--- src/logic/div_sqrt_pkg.sv ---
// Shared widths, encodings and payload types for the divide/sqrt
// normalize-and-round back end. Every design file refers to these
// through scoped names.

package div_sqrt_pkg;

  //////////////////////////////////////////////////////////////////////
  // Format field widths
  //////////////////////////////////////////////////////////////////////
  localparam int c_mant_fp32 = 23;
  localparam int c_exp_fp32  = 8;
  localparam int c_mant_fp16 = 10;
  localparam int c_exp_fp16  = 5;

  localparam int c_rnd_w     = 4;                          // Extra bits below FP32 LSB
  localparam int c_mant_in_w = 1 + c_mant_fp32 + c_rnd_w;  // Hidden + fraction + rounding
  localparam int c_exp_in_w  = c_exp_fp32 + 2;             // Room for sign and overflow
  localparam int c_fp16_lsb  = c_mant_fp32 - c_mant_fp16;  // FP16 last place inside FP32 frac

  // Quiet NaN, top fraction bit only
  localparam logic [c_mant_fp32-1:0] c_qnan_mant = {1'b1, {(c_mant_fp32-1){1'b0}}};
  localparam logic [15:0]            c_box16     = 16'hffff;  // NaN box for FP16

  //////////////////////////////////////////////////////////////////////
  // Encodings
  //////////////////////////////////////////////////////////////////////
  typedef enum logic {
    fmt_fp32 = 1'b0,
    fmt_fp16 = 1'b1
  } fmt_e;

  // Unlisted codes behave as rtz
  typedef enum logic [2:0] {
    rm_rne = 3'd0,  // Nearest, ties to even
    rm_rtz = 3'd1,  // Toward zero
    rm_rdn = 3'd2,  // Toward minus infinity
    rm_rup = 3'd3   // Toward plus infinity
  } rm_e;

  //////////////////////////////////////////////////////////////////////
  // Payload structs
  //////////////////////////////////////////////////////////////////////
  typedef struct packed {
    logic inf_a;
    logic inf_b;
    logic zero_a;
    logic zero_b;
    logic nan_a;
    logic nan_b;
    logic snan;     // Either NaN operand is signalling
  } op_class_t;

  typedef struct packed {
    logic nv;
    logic dz;
    logic of;
    logic uf;
    logic nx;
  } fflags_t;

  typedef struct packed {
    logic [c_mant_in_w-1:0]        mant;     // Unnormalized quotient or root
    logic signed [c_exp_in_w-1:0]  exp;      // Biased for the target format
    logic                          sign;
    logic                          sqrt_op;  // 1 sqrt, 0 divide
    op_class_t                     cls;
    rm_e                           rm;
    fmt_e                          fmt;
  } norm_in_t;

  typedef struct packed {
    logic [31:0] result;
    fflags_t     flags;
  } norm_out_t;

  // Fixed result for special operands
  typedef struct packed {
    logic hit;
    logic sign;
    logic exp_ones;   // Exponent all ones, else zero
    logic quiet_nan;  // Fraction is canonical qNaN, else zero
    logic nv;
    logic dz;
    logic of;
  } special_t;

  typedef struct packed {
    logic [c_mant_fp32:0]    mant_norm;   // Hidden bit plus FP32 fraction
    logic [c_rnd_w-1:0]      mant_extra;  // Guard, round, sticky sources
    logic [c_exp_fp32-1:0]   exp;
    logic                    of;
    logic                    uf;
  } shifted_t;

endpackage

--- src/logic/fp_pipe_reg.sv ---
// Single pipeline stage with a valid strobe, used for any payload type.
// Valid moves every cycle; the payload only loads on a valid input.

`timescale 1ns/1ps

module fp_pipe_reg #(
  parameter type payload_t = logic
) (
  input  logic     clk,
  input  logic     arst_n,
  input  logic     valid_in,
  input  payload_t d,
  output logic     valid_out,
  output payload_t q
);

  // Strobe register
  always_ff @(posedge clk or negedge arst_n)
  begin
    if (!arst_n)
    begin
      valid_out <= 1'b0;
    end
    else
    begin
      valid_out <= valid_in;  // One cycle per stage
    end
  end

  // Payload holds its value across idle cycles
  always_ff @(posedge clk or negedge arst_n)
  begin
    if (!arst_n)
    begin
      q <= '0;
    end
    else if (valid_in)
    begin
      q <= d;
    end
  end

  // Downstream stages trust the strobe, so X here would spread
  a_valid_known : assert property (@(posedge clk) disable iff (!arst_n)
    !$isunknown(valid_out))
    else $error("pipe stage valid_out is unknown");

endmodule

--- src/logic/norm_special.sv ---
// Special-operand resolution for divide and square root.
// Classifies NaN, infinity, zero, divide by zero and negative root
// into a fixed result descriptor; hit stays low for regular operands.

`timescale 1ns/1ps

module norm_special (
  input  div_sqrt_pkg::norm_in_t in_data,
  output div_sqrt_pkg::special_t special
);

  logic div_op;
  logic sqrt_op;

  assign sqrt_op = in_data.sqrt_op;
  assign div_op  = ~in_data.sqrt_op;

  //////////////////////////////////////////////////////////////////////
  // Result builders
  //////////////////////////////////////////////////////////////////////
  function automatic div_sqrt_pkg::special_t nan_res(input logic nv, input logic dz);
    div_sqrt_pkg::special_t r;
    r           = '0;
    r.hit       = 1'b1;
    r.exp_ones  = 1'b1;
    r.quiet_nan = 1'b1;  // Canonical NaN, sign 0
    r.nv        = nv;
    r.dz        = dz;
    return r;
  endfunction

  function automatic div_sqrt_pkg::special_t inf_res(input logic sign, input logic of,
                                                      input logic dz);
    div_sqrt_pkg::special_t r;
    r          = '0;
    r.hit      = 1'b1;
    r.sign     = sign;
    r.exp_ones = 1'b1;
    r.of       = of;
    r.dz       = dz;
    return r;
  endfunction

  function automatic div_sqrt_pkg::special_t zero_res(input logic sign);
    div_sqrt_pkg::special_t r;
    r      = '0;
    r.hit  = 1'b1;
    r.sign = sign;
    return r;
  endfunction

  //////////////////////////////////////////////////////////////////////
  // Priority chain, first match wins
  //////////////////////////////////////////////////////////////////////
  always_comb
  begin
    special = '0;                                        // No special case
    if (in_data.cls.nan_a || in_data.cls.nan_b)
      special = nan_res(in_data.cls.snan, 1'b0);         // NaN in, NV only if signalling
    else if (in_data.cls.inf_a)
    begin
      if (div_op && in_data.cls.inf_b)
        special = nan_res(1'b1, 1'b0);                   // inf / inf
      else if (sqrt_op && in_data.sign)
        special = nan_res(1'b1, 1'b0);                   // sqrt(-inf)
      else
        special = inf_res(in_data.sign, 1'b1, 1'b0);     // Inf passes through
    end
    else if (div_op && in_data.cls.inf_b)
      special = zero_res(in_data.sign);                  // finite / inf
    else if (in_data.cls.zero_a)
    begin
      if (div_op && in_data.cls.zero_b)
        special = nan_res(1'b1, 1'b1);                   // 0 / 0
      else
        special = zero_res(in_data.sign);                // Keeps sign, sqrt(-0) too
    end
    else if (div_op && in_data.cls.zero_b)
      special = inf_res(in_data.sign, 1'b0, 1'b1);       // x / 0
    else if (sqrt_op && in_data.sign)
      special = nan_res(1'b1, 1'b0);                     // sqrt of negative
  end

  // Signalling marker only comes with a NaN operand
  always_comb
  begin : chk_snan_has_nan
    assert (!in_data.cls.snan || in_data.cls.nan_a || in_data.cls.nan_b)
      else $error("snan set without a NaN operand");
  end

endmodule

--- src/logic/norm_shift.sv ---
// Normalization for regular operands. Removes a leading 0.1 pattern,
// right-shifts into subnormal range for small exponents with the lost
// bits folded into sticky, and flags exponent overflow per format.

`timescale 1ns/1ps

module norm_shift (
  input  div_sqrt_pkg::norm_in_t in_data,
  output div_sqrt_pkg::shifted_t shifted
);

  localparam int c_mw   = div_sqrt_pkg::c_mant_fp32 + 1;  // Hidden plus fraction
  localparam int c_rw   = div_sqrt_pkg::c_rnd_w;
  localparam int c_inw  = div_sqrt_pkg::c_mant_in_w;
  localparam int c_ew   = div_sqrt_pkg::c_exp_in_w + 1;   // One more for the decrement
  localparam int c_sh_w = c_inw + c_mw;                   // Room for a full flush

  logic signed [c_ew-1:0] exp_ext;
  logic signed [c_ew-1:0] exp_adj;    // Exponent after 0.1 fixup
  logic signed [c_ew-1:0] exp_max;    // All-ones exponent of the format
  logic [c_inw-1:0]       mant_adj;
  logic [c_ew-1:0]        rs_amt;     // Right shift for subnormals
  logic [c_ew-1:0]        mant_w;
  logic [c_sh_w-1:0]      sh_vec;
  logic                   sh_lost;

  assign exp_ext = {in_data.exp[div_sqrt_pkg::c_exp_in_w-1], in_data.exp};

  // 1.xxx keeps exponent, 0.1xx moves up one place
  assign mant_adj = in_data.mant[c_inw-1] ? in_data.mant : {in_data.mant[c_inw-2:0], 1'b0};
  assign exp_adj  = in_data.mant[c_inw-1] ? exp_ext : exp_ext - 11'sd1;

  //////////////////////////////////////////////////////////////////////
  // Format limits
  //////////////////////////////////////////////////////////////////////
  always_comb
  begin
    if (in_data.fmt == div_sqrt_pkg::fmt_fp16)
    begin
      exp_max = (c_ew)'((1 << div_sqrt_pkg::c_exp_fp16) - 1);  // 31
      mant_w  = (c_ew)'(div_sqrt_pkg::c_mant_fp16);
    end
    else
    begin
      exp_max = (c_ew)'((1 << div_sqrt_pkg::c_exp_fp32) - 1);  // 255
      mant_w  = (c_ew)'(div_sqrt_pkg::c_mant_fp32);
    end
  end

  // Exponent 0 still needs one place, the subnormal has no hidden bit
  assign rs_amt  = (c_ew)'(1) - exp_adj;
  assign sh_vec  = {mant_adj, {c_mw{1'b0}}} >> rs_amt;
  assign sh_lost = |sh_vec[c_mw-1:0];              // Below the extra bits

  //////////////////////////////////////////////////////////////////////
  // Result select
  //////////////////////////////////////////////////////////////////////
  always_comb
  begin
    shifted = '0;
    if (exp_adj >= exp_max)
    begin
      shifted.of  = 1'b1;                          // Infinity, zero fraction
      shifted.exp = exp_max[div_sqrt_pkg::c_exp_fp32-1:0];
    end
    else if (exp_adj <= 0)
    begin
      shifted.uf = 1'b1;                           // Exponent field stays 0
      if (rs_amt <= mant_w)
      begin
        shifted.mant_norm  = sh_vec[c_sh_w-1 -: c_mw];
        shifted.mant_extra = {sh_vec[c_sh_w-c_mw-1 -: c_rw-1], sh_vec[c_mw] | sh_lost};
      end
    end
    else
    begin
      shifted.mant_norm  = mant_adj[c_inw-1 -: c_mw];  // Plain normal
      shifted.mant_extra = mant_adj[c_rw-1:0];
      shifted.exp        = exp_adj[div_sqrt_pkg::c_exp_fp32-1:0];
    end
  end

endmodule

--- src/logic/norm_round.sv ---
// Rounding and result assembly. Rounds the normalized mantissa at the
// last place of the selected format, renormalizes on carry, lets a
// special case override, NaN-boxes FP16 and builds the flags.

`timescale 1ns/1ps

module norm_round (
  input  div_sqrt_pkg::special_t  special,
  input  div_sqrt_pkg::shifted_t  shifted,
  input  logic                    sign,
  input  div_sqrt_pkg::rm_e       rm,
  input  div_sqrt_pkg::fmt_e      fmt,
  output div_sqrt_pkg::norm_out_t out_data
);

  localparam int c_mw   = div_sqrt_pkg::c_mant_fp32 + 1;
  localparam int c_lsb  = div_sqrt_pkg::c_fp16_lsb;     // FP16 last place
  localparam int c_ew   = div_sqrt_pkg::c_exp_fp32;
  localparam int c_fw   = div_sqrt_pkg::c_mant_fp32;

  logic                 is_fp16;
  logic                 guard;
  logic                 rnd;
  logic                 sticky;
  logic                 lsb;
  logic                 inexact;
  logic                 round_up;
  logic [c_mw-1:0]      mant_upper;   // Bits kept by the format
  logic [c_mw-1:0]      mant_inc;     // One unit in the last place
  logic [c_mw:0]        mant_sum;
  logic                 carry;
  logic [c_mw-1:0]      mant_rnd;
  logic [c_ew-1:0]      exp_rnd;
  logic                 exp_full;
  logic                 sign_res;
  logic [c_ew-1:0]      exp_res;
  logic [c_fw-1:0]      frac_res;

  assign is_fp16 = (fmt == div_sqrt_pkg::fmt_fp16);

  //////////////////////////////////////////////////////////////////////
  // Guard, round and sticky at the format's last place
  //////////////////////////////////////////////////////////////////////
  always_comb
  begin
    if (is_fp16)
    begin
      guard      = shifted.mant_norm[c_lsb-1];
      rnd        = shifted.mant_norm[c_lsb-2];
      sticky     = (|shifted.mant_norm[c_lsb-3:0]) | (|shifted.mant_extra);
      lsb        = shifted.mant_norm[c_lsb];
      mant_upper = {shifted.mant_norm[c_mw-1:c_lsb], {c_lsb{1'b0}}};
      mant_inc   = {{(c_mw-c_lsb-1){1'b0}}, 1'b1, {c_lsb{1'b0}}};
    end
    else
    begin
      guard      = shifted.mant_extra[3];
      rnd        = shifted.mant_extra[2];
      sticky     = |shifted.mant_extra[1:0];
      lsb        = shifted.mant_norm[0];
      mant_upper = shifted.mant_norm;
      mant_inc   = {{(c_mw-1){1'b0}}, 1'b1};
    end
  end

  assign inexact = guard | rnd | sticky;

  always_comb
  begin
    case (rm)
      div_sqrt_pkg::rm_rne: round_up = guard & (rnd | sticky | lsb);
      div_sqrt_pkg::rm_rup: round_up = inexact & ~sign;
      div_sqrt_pkg::rm_rdn: round_up = inexact & sign;
      default:              round_up = 1'b0;       // rtz and unused codes
    endcase
  end

  // Carry out means 10.000, shift back and bump exponent
  assign mant_sum = {1'b0, mant_upper} + (round_up ? mant_inc : '0);
  assign carry    = mant_sum[c_mw];
  assign mant_rnd = carry ? mant_sum[c_mw:1] : mant_sum[c_mw-1:0];

  // A subnormal that rounds up into the hidden bit becomes exponent 1
  assign exp_rnd  = (shifted.exp == '0) ? {{(c_ew-1){1'b0}}, mant_rnd[c_mw-1]}
                                        : shifted.exp + {{(c_ew-1){1'b0}}, carry};
  assign exp_full = is_fp16 ? (exp_rnd[div_sqrt_pkg::c_exp_fp16-1:0] == '1)
                            : (exp_rnd == '1);

  //////////////////////////////////////////////////////////////////////
  // Special override, packing and flags
  //////////////////////////////////////////////////////////////////////
  always_comb
  begin
    out_data.flags = '0;
    if (special.hit)
    begin
      sign_res          = special.sign;
      exp_res           = special.exp_ones ? '1 : '0;
      frac_res          = special.quiet_nan ? div_sqrt_pkg::c_qnan_mant : '0;
      out_data.flags.nv = special.nv;
      out_data.flags.dz = special.dz;
      out_data.flags.of = special.of;
    end
    else
    begin
      sign_res          = sign;
      exp_res           = exp_rnd;
      frac_res          = mant_rnd[c_fw-1:0];
      out_data.flags.of = shifted.of | exp_full;     // Includes rounding overflow
      out_data.flags.uf = shifted.uf;
      out_data.flags.nx = inexact;
    end
    if (is_fp16)
      out_data.result = {div_sqrt_pkg::c_box16, sign_res,
                         exp_res[div_sqrt_pkg::c_exp_fp16-1:0],
                         frac_res[c_fw-1 -: div_sqrt_pkg::c_mant_fp16]};
    else
      out_data.result = {sign_res, exp_res, frac_res};
  end

  always_comb
  begin : chk_of_uf
    assert (!(out_data.flags.of && out_data.flags.uf))
      else $error("of and uf raised together");
  end

endmodule

--- src/logic/norm_round_unit.sv ---
// Top of the normalize-and-round unit. Input register, combinational
// special/shift/round core, output register. Fixed latency of two
// cycles, a new item may enter every cycle, no back-pressure.

`timescale 1ns/1ps

module norm_round_unit (
  input  logic                    clk,
  input  logic                    arst_n,
  input  logic                    in_valid,
  input  div_sqrt_pkg::norm_in_t  in_data,
  output logic                    out_valid,
  output div_sqrt_pkg::norm_out_t out_data
);

  div_sqrt_pkg::norm_in_t  in_q;      // Registered operand
  logic                    in_q_valid;
  div_sqrt_pkg::special_t  special;
  div_sqrt_pkg::shifted_t  shifted;
  div_sqrt_pkg::norm_out_t out_d;     // Core result before output stage

  //////////////////////////////////////////////////////////////////////
  // Stage 1, capture
  //////////////////////////////////////////////////////////////////////
  fp_pipe_reg #(
    .payload_t (div_sqrt_pkg::norm_in_t)
  ) u_in_reg (
    .clk       (clk),
    .arst_n    (arst_n),
    .valid_in  (in_valid),
    .d         (in_data),
    .valid_out (in_q_valid),
    .q         (in_q)
  );

  // Special and shift paths run side by side
  norm_special u_special (
    .in_data (in_q),
    .special (special)
  );

  norm_shift u_shift (
    .in_data (in_q),
    .shifted (shifted)
  );

  norm_round u_round (
    .special  (special),
    .shifted  (shifted),
    .sign     (in_q.sign),
    .rm       (in_q.rm),
    .fmt      (in_q.fmt),
    .out_data (out_d)
  );

  //////////////////////////////////////////////////////////////////////
  // Stage 2, result
  //////////////////////////////////////////////////////////////////////
  fp_pipe_reg #(
    .payload_t (div_sqrt_pkg::norm_out_t)
  ) u_out_reg (
    .clk       (clk),
    .arst_n    (arst_n),
    .valid_in  (in_q_valid),
    .d         (out_d),
    .valid_out (out_valid),
    .q         (out_data)
  );

  // Every accepted item comes out exactly two edges later
  a_latency : assert property (@(posedge clk) disable iff (!arst_n)
    in_valid |-> ##2 out_valid)
    else $error("result strobe missing two cycles after input");

endmodule

--- config.mk ---
export PLATFORM = sky130hd
export DESIGN_NAME = norm_round_unit
export DESIGN_NICKNAME = d
export VERILOG_FILES = /design/src/logic/div_sqrt_pkg.sv /design/src/logic/fp_pipe_reg.sv /design/src/logic/norm_special.sv /design/src/logic/norm_shift.sv /design/src/logic/norm_round.sv /design/src/logic/norm_round_unit.sv
export SDC_FILE = /design/constraint.sdc
export NUM_CORES = 1
export LEC_CHECK = 0
export BUFFER_PORTS_ARGS = -buffer_cell sky130_fd_sc_hd__buf_2
export CORE_ASPECT_RATIO = 2
export CORE_MARGIN = 3
export CORE_UTILIZATION = 61
export CTS_BUF_LIST = sky130_fd_sc_hd__clkbuf_16
export CTS_CLUSTER_DIAMETER = 80
export DETAILED_ROUTE_END_ITERATION = 16
export PLACE_DENSITY = 0.87
export SLEW_MARGIN = 10
export SYNTH_ARGS = -nofsm -noshare
export SYNTH_HDL_FRONTEND = slang
export SYNTH_SLANG_ARGS = --single-unit
--- constraint.sdc ---
create_clock -name clk -period 12.1 [get_ports clk]
set_clock_uncertainty 0.05 [all_clocks]
set_input_delay 0.605 -clock clk [delete_from_list [all_inputs] [get_ports clk]]
set_output_delay 0.605 -clock clk [all_outputs]
set_load 0.02 [all_outputs]
==> results.json, run 1 <==
{
  "status": "finished, final reports clean",
  "p_leak_nw": 3.90,
  "cts.sink_count": 90,
  "grt_start_max_net_pins": 62,
  "syn_avg_cell_area_um2": 8.36,
  "fin_crit_sh": 0.884,
  "synthCells": 1056,
  "clk_path_buf_depth": 2,
  "synth_top_area_cell": "dfrtp_1",
  "grt_pass1_wl_um": 50900,
  "coreArea_mm2": 0.0140,
  "rrSetupSlack_ns": 1.40,
  "fmax_mhz": 93.5,
  "cts.reportedPaths.clkPinSlew_ns": 0.08,
  "synthTopCellsByCount": "95 x nor2_1, 90 x dfrtp_1, 89 x nand2_1",
  "drcViolationCount": 0,
  "die_area_mm2": 0.0160,
  "tns_ns": 0,
  "slowest_stage": "ha_1",
  "clockRootBuffer": "clkbuf_16",
  "synth_top_area_share": 0.255,
  "routed_wl_um": 33100,
  "postCtsHoldBufs": 0,
  "gpl.final_weighted_congestion": 1.04,
  "first_pass_iters": 5,
  "layout.cells.non_filler": 1291,
  "relSlewSlack": 0.318,
  "drive_above_1_share": 0.218,
  "p_comb_frac": 0.495,
  "worstRegToRegCells": 38,
  "netlist-cell-type-count": 94,
  "cts_resized": 0,
  "r2r-start": "u_in_reg.q[13]",
  "path_common_cell": "ha_1",
  "yosysSeqAreaShare": 0.255,
  "die_x_um": 91.1,
  "wl_met2_um": 16900,
  "dieHeight_um": 176,
  "ys_ff_latch": 90,
  "antenna_left": 0,
  "cts_setup_buffers": 0,
  "synth_area_leaders": "dfrtp_1 26%, mux2_2 7.9%, mux2i_1 6.8%",
  "worst-path-max-fanout": 21,
  "start_util": 0.628,
  "htreeDepth": 3,
  "yosysMostFrequentCell": "nor2_1",
  "tightest_slew_ns": 1.01,
  "switching_share": 0.462,
  "fin_ws_ns": 1.40,
  "crit_arrival_ns": 10.93,
  "nets": 1166,
  "grt_usage": 0.411,
  "post-route-min-period_ns": 10.70,
  "grt_pass1_vias": 9162,
  "cap_violations": 0,
  "synthFlopType": "dfrtp_1",
  "top_layer_used": "met5",
  "synthArstFlopShare": 1.00,
  "hold_viol": 0,
  "io_pins": 92,
  "finalSetupViolCount": 0,
  "grt_setup_unrepaired": "false",
  "wl_met3_um": 2240,
  "critical_path_class": "register to register",
  "r2r-end": "u_out_reg.q[2]",
  "syn2layout_area_growth_pct": 9.27,
  "wl_met1_um": 10600,
  "diodes": 0,
  "p_sw_mw": 0.626,
  "power_frac_seq": 0.275,
  "required_ns": 12.33,
  "drtIter0Drc": 952,
  "utilization": 0.687,
  "syn_nets": 1125,
  "p_int_mw": 0.729,
  "hp-class": "primary input to async pin",
  "mappedNetlistArea_mm2": 0.00883,
  "whs_ns": 0.133,
  "hpwlAfterDp_um": 25200,
  "numPortBuffers": 91,
  "pre_cts_ws_ns": 1.65,
  "max_stage_delay_ns": 0.99,
  "power_frac_clock": 0.231,
  "clk_latency_ns": 0.35,
  "cts_tree": "yes",
  "placed_cells": 1275,
  "cts_inserted_buffers": 9,
  "design_area_mm2": 0.00964,
  "num_vias": 9226,
  "rows": 61,
  "power_mw": 1.36,
  "drv_slew": 0,
  "antenna_found_initial": 1,
  "placed_cell_area_mm2": 0.00933,
  "ir_drop_uv": 97.2,
  "avgViaCountPerCell": 7.15,
  "avgRoutedWirePerCell_um": 25.6,
  "endpoint_kind": "register",
  "synth-edff-count": 0,
  "pwr_density_cell_mw_per_mm2": 140,
  "overflow": 0,
  "yosysWarnings": 0,
  "critPathLaunchType": "register"
}
power groups by stage:
stage	clock [mW]	combinational, mW	sequential, mW
finish	0.313	0.670	0.372
global placement	0	0.639	0.375
global route	0.324	0.711	0.376
floorplan	0	0.455	0.363
CTS	0.314	0.645	0.370
detailed placement	0	0.641	0.375
layout by cell type, fill, tap and decap left out, types with 9 or more instances in the layout:
cell type / instances
xor2_1: 14
nor2b_1: 11
mux2_2: 62
nor2_1: 95
o22a_1: 9
mux4_2: 12
inv_1: 22
buf_2: 90
or3_1: 9
o211ai_1: 23
a211oi_1: 16
a21oi_1: 63
nand2_1: 89
o22ai_1: 12
or2_2: 9
o21ai_0: 68
nor3_1: 34
a31oi_1: 18
buf_4: 21
clkbuf_16: 9
xnor2_1: 15
mux2i_1: 60
o21a_1: 10
a21o_1: 10
dfrtp_1: 89
nand3_1: 34
ha_1: 15
routing by layer:
metal,track usage,up-vias
met5,0,-
met3,0.0678,229
li1,-,4071
met4,0.341,2
met2,0.726,588
met1,0.415,4336
worst max-delay path: cells and delay by family (launching register included):
family / cells / cell delay [ns]
adder cells (fa/ha/maj): 7 / 2.55
XOR/XNOR: 2 / 0.36
buffers and inverters: 4 / 0.72
AO/OA/AOI/OAI: 12 / 2.69
flip-flops: 1 / 0.86
AND/OR/NAND/NOR: 13 / 3.38
final cells by class:
type / count / area [µm²]
Sequential cell: 90 / 2250
Multi-Input combinational cell: 858 / 6130
Fill cell: 1273 / 4400
Timing Repair Buffer: 111 / 608
Tap cell: 189 / 236
Clock inverter: 7 / 90.1
Clock buffer: 9 / 225
Inverter: 27 / 101
state kept, by name (all words and copies together) (netlist names):
signal and cells:
u_in_reg.q 51, u_out_reg.valid_out 1, u_in_reg.valid_out 1, u_out_reg.q 37
kinds of logic (layout without fill, tap and decap cells):
group,after synthesis,after routing,share of synthesized area
buffers and inverters,108,154,0.0520
and+or+nand+nor,350,350,0.203
muxes,134,134,0.178
adders and majority gates,15,15,0.0213
xor gates and xnor gates,32,32,0.0326
AOI/OAI and AO/OA,327,327,0.258
DFF,90,90,0.255
worst max-delay path by stage:
stage | from | end | slack [ns] | cells past startpoint
floorplan | u_in_reg.q[14] | u_out_reg.q[2] | 1.97 | 47
global placement | u_in_reg.q[13] | u_out_reg.q[2] | 1.92 | 38
detailed placement | u_in_reg.q[13] | u_out_reg.q[2] | 1.65 | 38
CTS | u_in_reg.q[13] | u_out_reg.q[2] | 1.52 | 38
global route | u_in_reg.q[13] | u_out_reg.q[2] | 0.56 | 38
finish | u_in_reg.q[13] | u_out_reg.q[2] | 1.40 | 38
No activity file was read; power rests on OpenSTA's default activity.
==> run 2, diff against run 1 <==
Settings changed: RECOVER_POWER set to 100.
==> run 2 against run 1 <==
  * The flow now finishes with violations (max-capacitance violations, max-slew violations)
  * Clock power hardly changed
  * Non-clock buffer count stayed put
  * Combinational power is 0.6% lower
  * Flip-flop and latch count stayed put
  * Worst setup slack worse by 0.59 ns
  * Critical path type unchanged
==> results.json, run 2 (synthesis results as in run 1) <==
{
  "status": "finished with violations",
  "violations": "max-capacitance violations, max-slew violations",
  "hpwlAfterDp_um": 25200,
  "numPortBuffers": 91,
  "io_pins": 92,
  "pwr_density_cell_mw_per_mm2": 141,
  "p_leak_nw": 3.76,
  "clk_path_buf_depth": 2,
  "gpl.final_weighted_congestion": 1.04,
  "r2r-end": "u_out_reg.q[15]",
  "relSlewSlack": -1.17,
  "tightest_slew_ns": 3.26,
  "antenna_left": 0,
  "htreeDepth": 3,
  "cts_setup_buffers": 0,
  "rows": 61,
  "crit_arrival_ns": 11.53,
  "worst-path-max-fanout": 21,
  "fin_crit_sh": 0.933,
  "holdPathStages": 3,
  "cts.sink_count": 90,
  "cts.reportedPaths.clkPinSlew_ns": 0.08,
  "layout.cells.most_common": "nor2_1",
  "path_common_cell": "ha_1",
  "final_cell_mix": "95 x nor2_1, 89 x nand2_1, 89 x dfrtp_1",
  "hold_viol": 0,
  "grt_usage": 0.411,
  "antenna_found_initial": 1,
  "ir_drop_uv": 96.0,
  "first_pass_iters": 5,
  "seq_area_mm2": 0.00225,
  "post-route-min-period_ns": 11.29,
  "nets": 1166,
  "cts_tree": "yes",
  "drive_above_1_share": 0.177,
  "grt_start_max_net_pins": 62,
  "tns_ns": 0,
  "r2r-start": "u_in_reg.q[13]",
  "cap_violations": 4,
  "drtIter0Drc": 800,
  "utilization": 0.681,
  "largest_register": "u_in_reg.q",
  "routed_wl_um": 33000,
  "die_area_mm2": 0.0160,
  "num_vias": 9139,
  "clk_latency_ns": 0.35,
  "min_to": "u_in_reg.q[20]",
  "endpoint_kind": "register",
  "grt_pass1_wl_um": 50900,
  "fillers": 1297,
  "start_util": 0.628,
  "slowest_stage": "o21ai_0",
  "hp-class": "primary input to register",
  "critPathLaunchType": "register",
  "required_ns": 12.34,
  "syn2layout_area_growth_pct": 8.43,
  "critical_path_class": "register to register",
  "cts_inserted_buffers": 9,
  "cts_resized": 0,
  "postCtsHoldBufs": 0,
  "drcViolationCount": 0,
  "worstRegToRegCells": 31,
  "dieHeight_um": 176,
  "drv_slew": 164,
  "avgRoutedWirePerCell_um": 25.5,
  "max_stage_delay_ns": 1.20,
  "largestRegisters": "u_in_reg.q x51, u_out_reg.q x37",
  "overflow": 0,
  "min-delay-start": "in_data[20]",
  "clockRootBuffer": "clkbuf_16",
  "finalSetupViolCount": 0,
  "largest_register_ffs": 51,
  "grt_pass1_vias": 9162,
  "placed_cell_area_mm2": 0.00933,
  "die_x_um": 91.1,
  "coreArea_mm2": 0.0140,
  "fmax_mhz": 88.6,
  "rrSetupSlack_ns": 0.81,
  "grt_setup_unrepaired": "false",
  "multi_input_area_mm2": 0.00612,
  "design_area_mm2": 0.00957,
  "avgViaCountPerCell": 7.07
}
-- run 2: cell types whose count changed in the layout (fill, tap and decap cells not counted), sizes merged --
| cell | change |
|---|---|
| diode | +1 |
| buf | -43 |
| clkbuf | +43 |
-- run 2: layout make-up --
type,instances,share of cell area
diodes,1,0.000261
clock buffers,9,0.0235
clock inverters,7,0.00941
inverters,27,0.0106
multi-input cells,858,0.639
flip-flops and latches,90,0.235
well taps,189,0.0247
repair buffers,111,0.0566
-- run 2: worst max-delay path, delay by kind of cell, from the launching register on --
| kind | cells | cell delay, ns |
|---|---|---|
| AND/OR/NAND/NOR | 11 | 3.70 |
| AO/OA/AOI/OAI | 11 | 3.40 |
| adder cells (fa/ha/maj) | 4 | 1.60 |
| buffers and inverters | 5 | 1.59 |
| flip-flops | 1 | 0.86 |
-- run 2: routing by layer --
metal	GRT usage	up-vias	routed length (µm)
met4	0.341	0	3290
met3	0.0678	203	2100
met5	0	-	0
li1	-	4070	-
met2	0.726	577	16900
met1	0.415	4289	10700
-- run 2: power by group --
| group | internal [mW] | switching [mW] | total (mW) |
|---|---|---|---|
| registers | 0.327 | 0.0456 | 0.372 |
| logic | 0.233 | 0.432 | 0.666 |
| clock network | 0.167 | 0.145 | 0.312 |
-- run 2: worst max-delay path by stage --
stage              startpoint               to  slack, ns  cells after the start
5_1_grt        u_in_reg.q[13]  u_out_reg.q[15]       0.31                     31
6_report       u_in_reg.q[13]  u_out_reg.q[15]       0.81                     31
3_3_place_gp   u_in_reg.q[13]   u_out_reg.q[2]       1.92                     38
3_5_place_dp   u_in_reg.q[13]   u_out_reg.q[2]       1.65                     38
2_1_floorplan  u_in_reg.q[14]   u_out_reg.q[2]       1.97                     47
4_1_cts        u_in_reg.q[13]   u_out_reg.q[2]       1.52                     38
-- run 2: stage by stage --
stage / cells / setup slack [ns] / power [mW] / hold slack (ns)
after global routing: 1291 / 0.305 / 1.41 / 0.412
after detailed placement: 1275 / 1.65 / 1.02 / 0.414
after global placement: 1275 / 1.92 / 1.01 / 0.410
final: 1292 / 0.813 / 1.35 / 0.405
after CTS: 1291 / 1.52 / 1.33 / 0.142
after floorplan: 1056 / 1.97 / 0.819 / 0.259
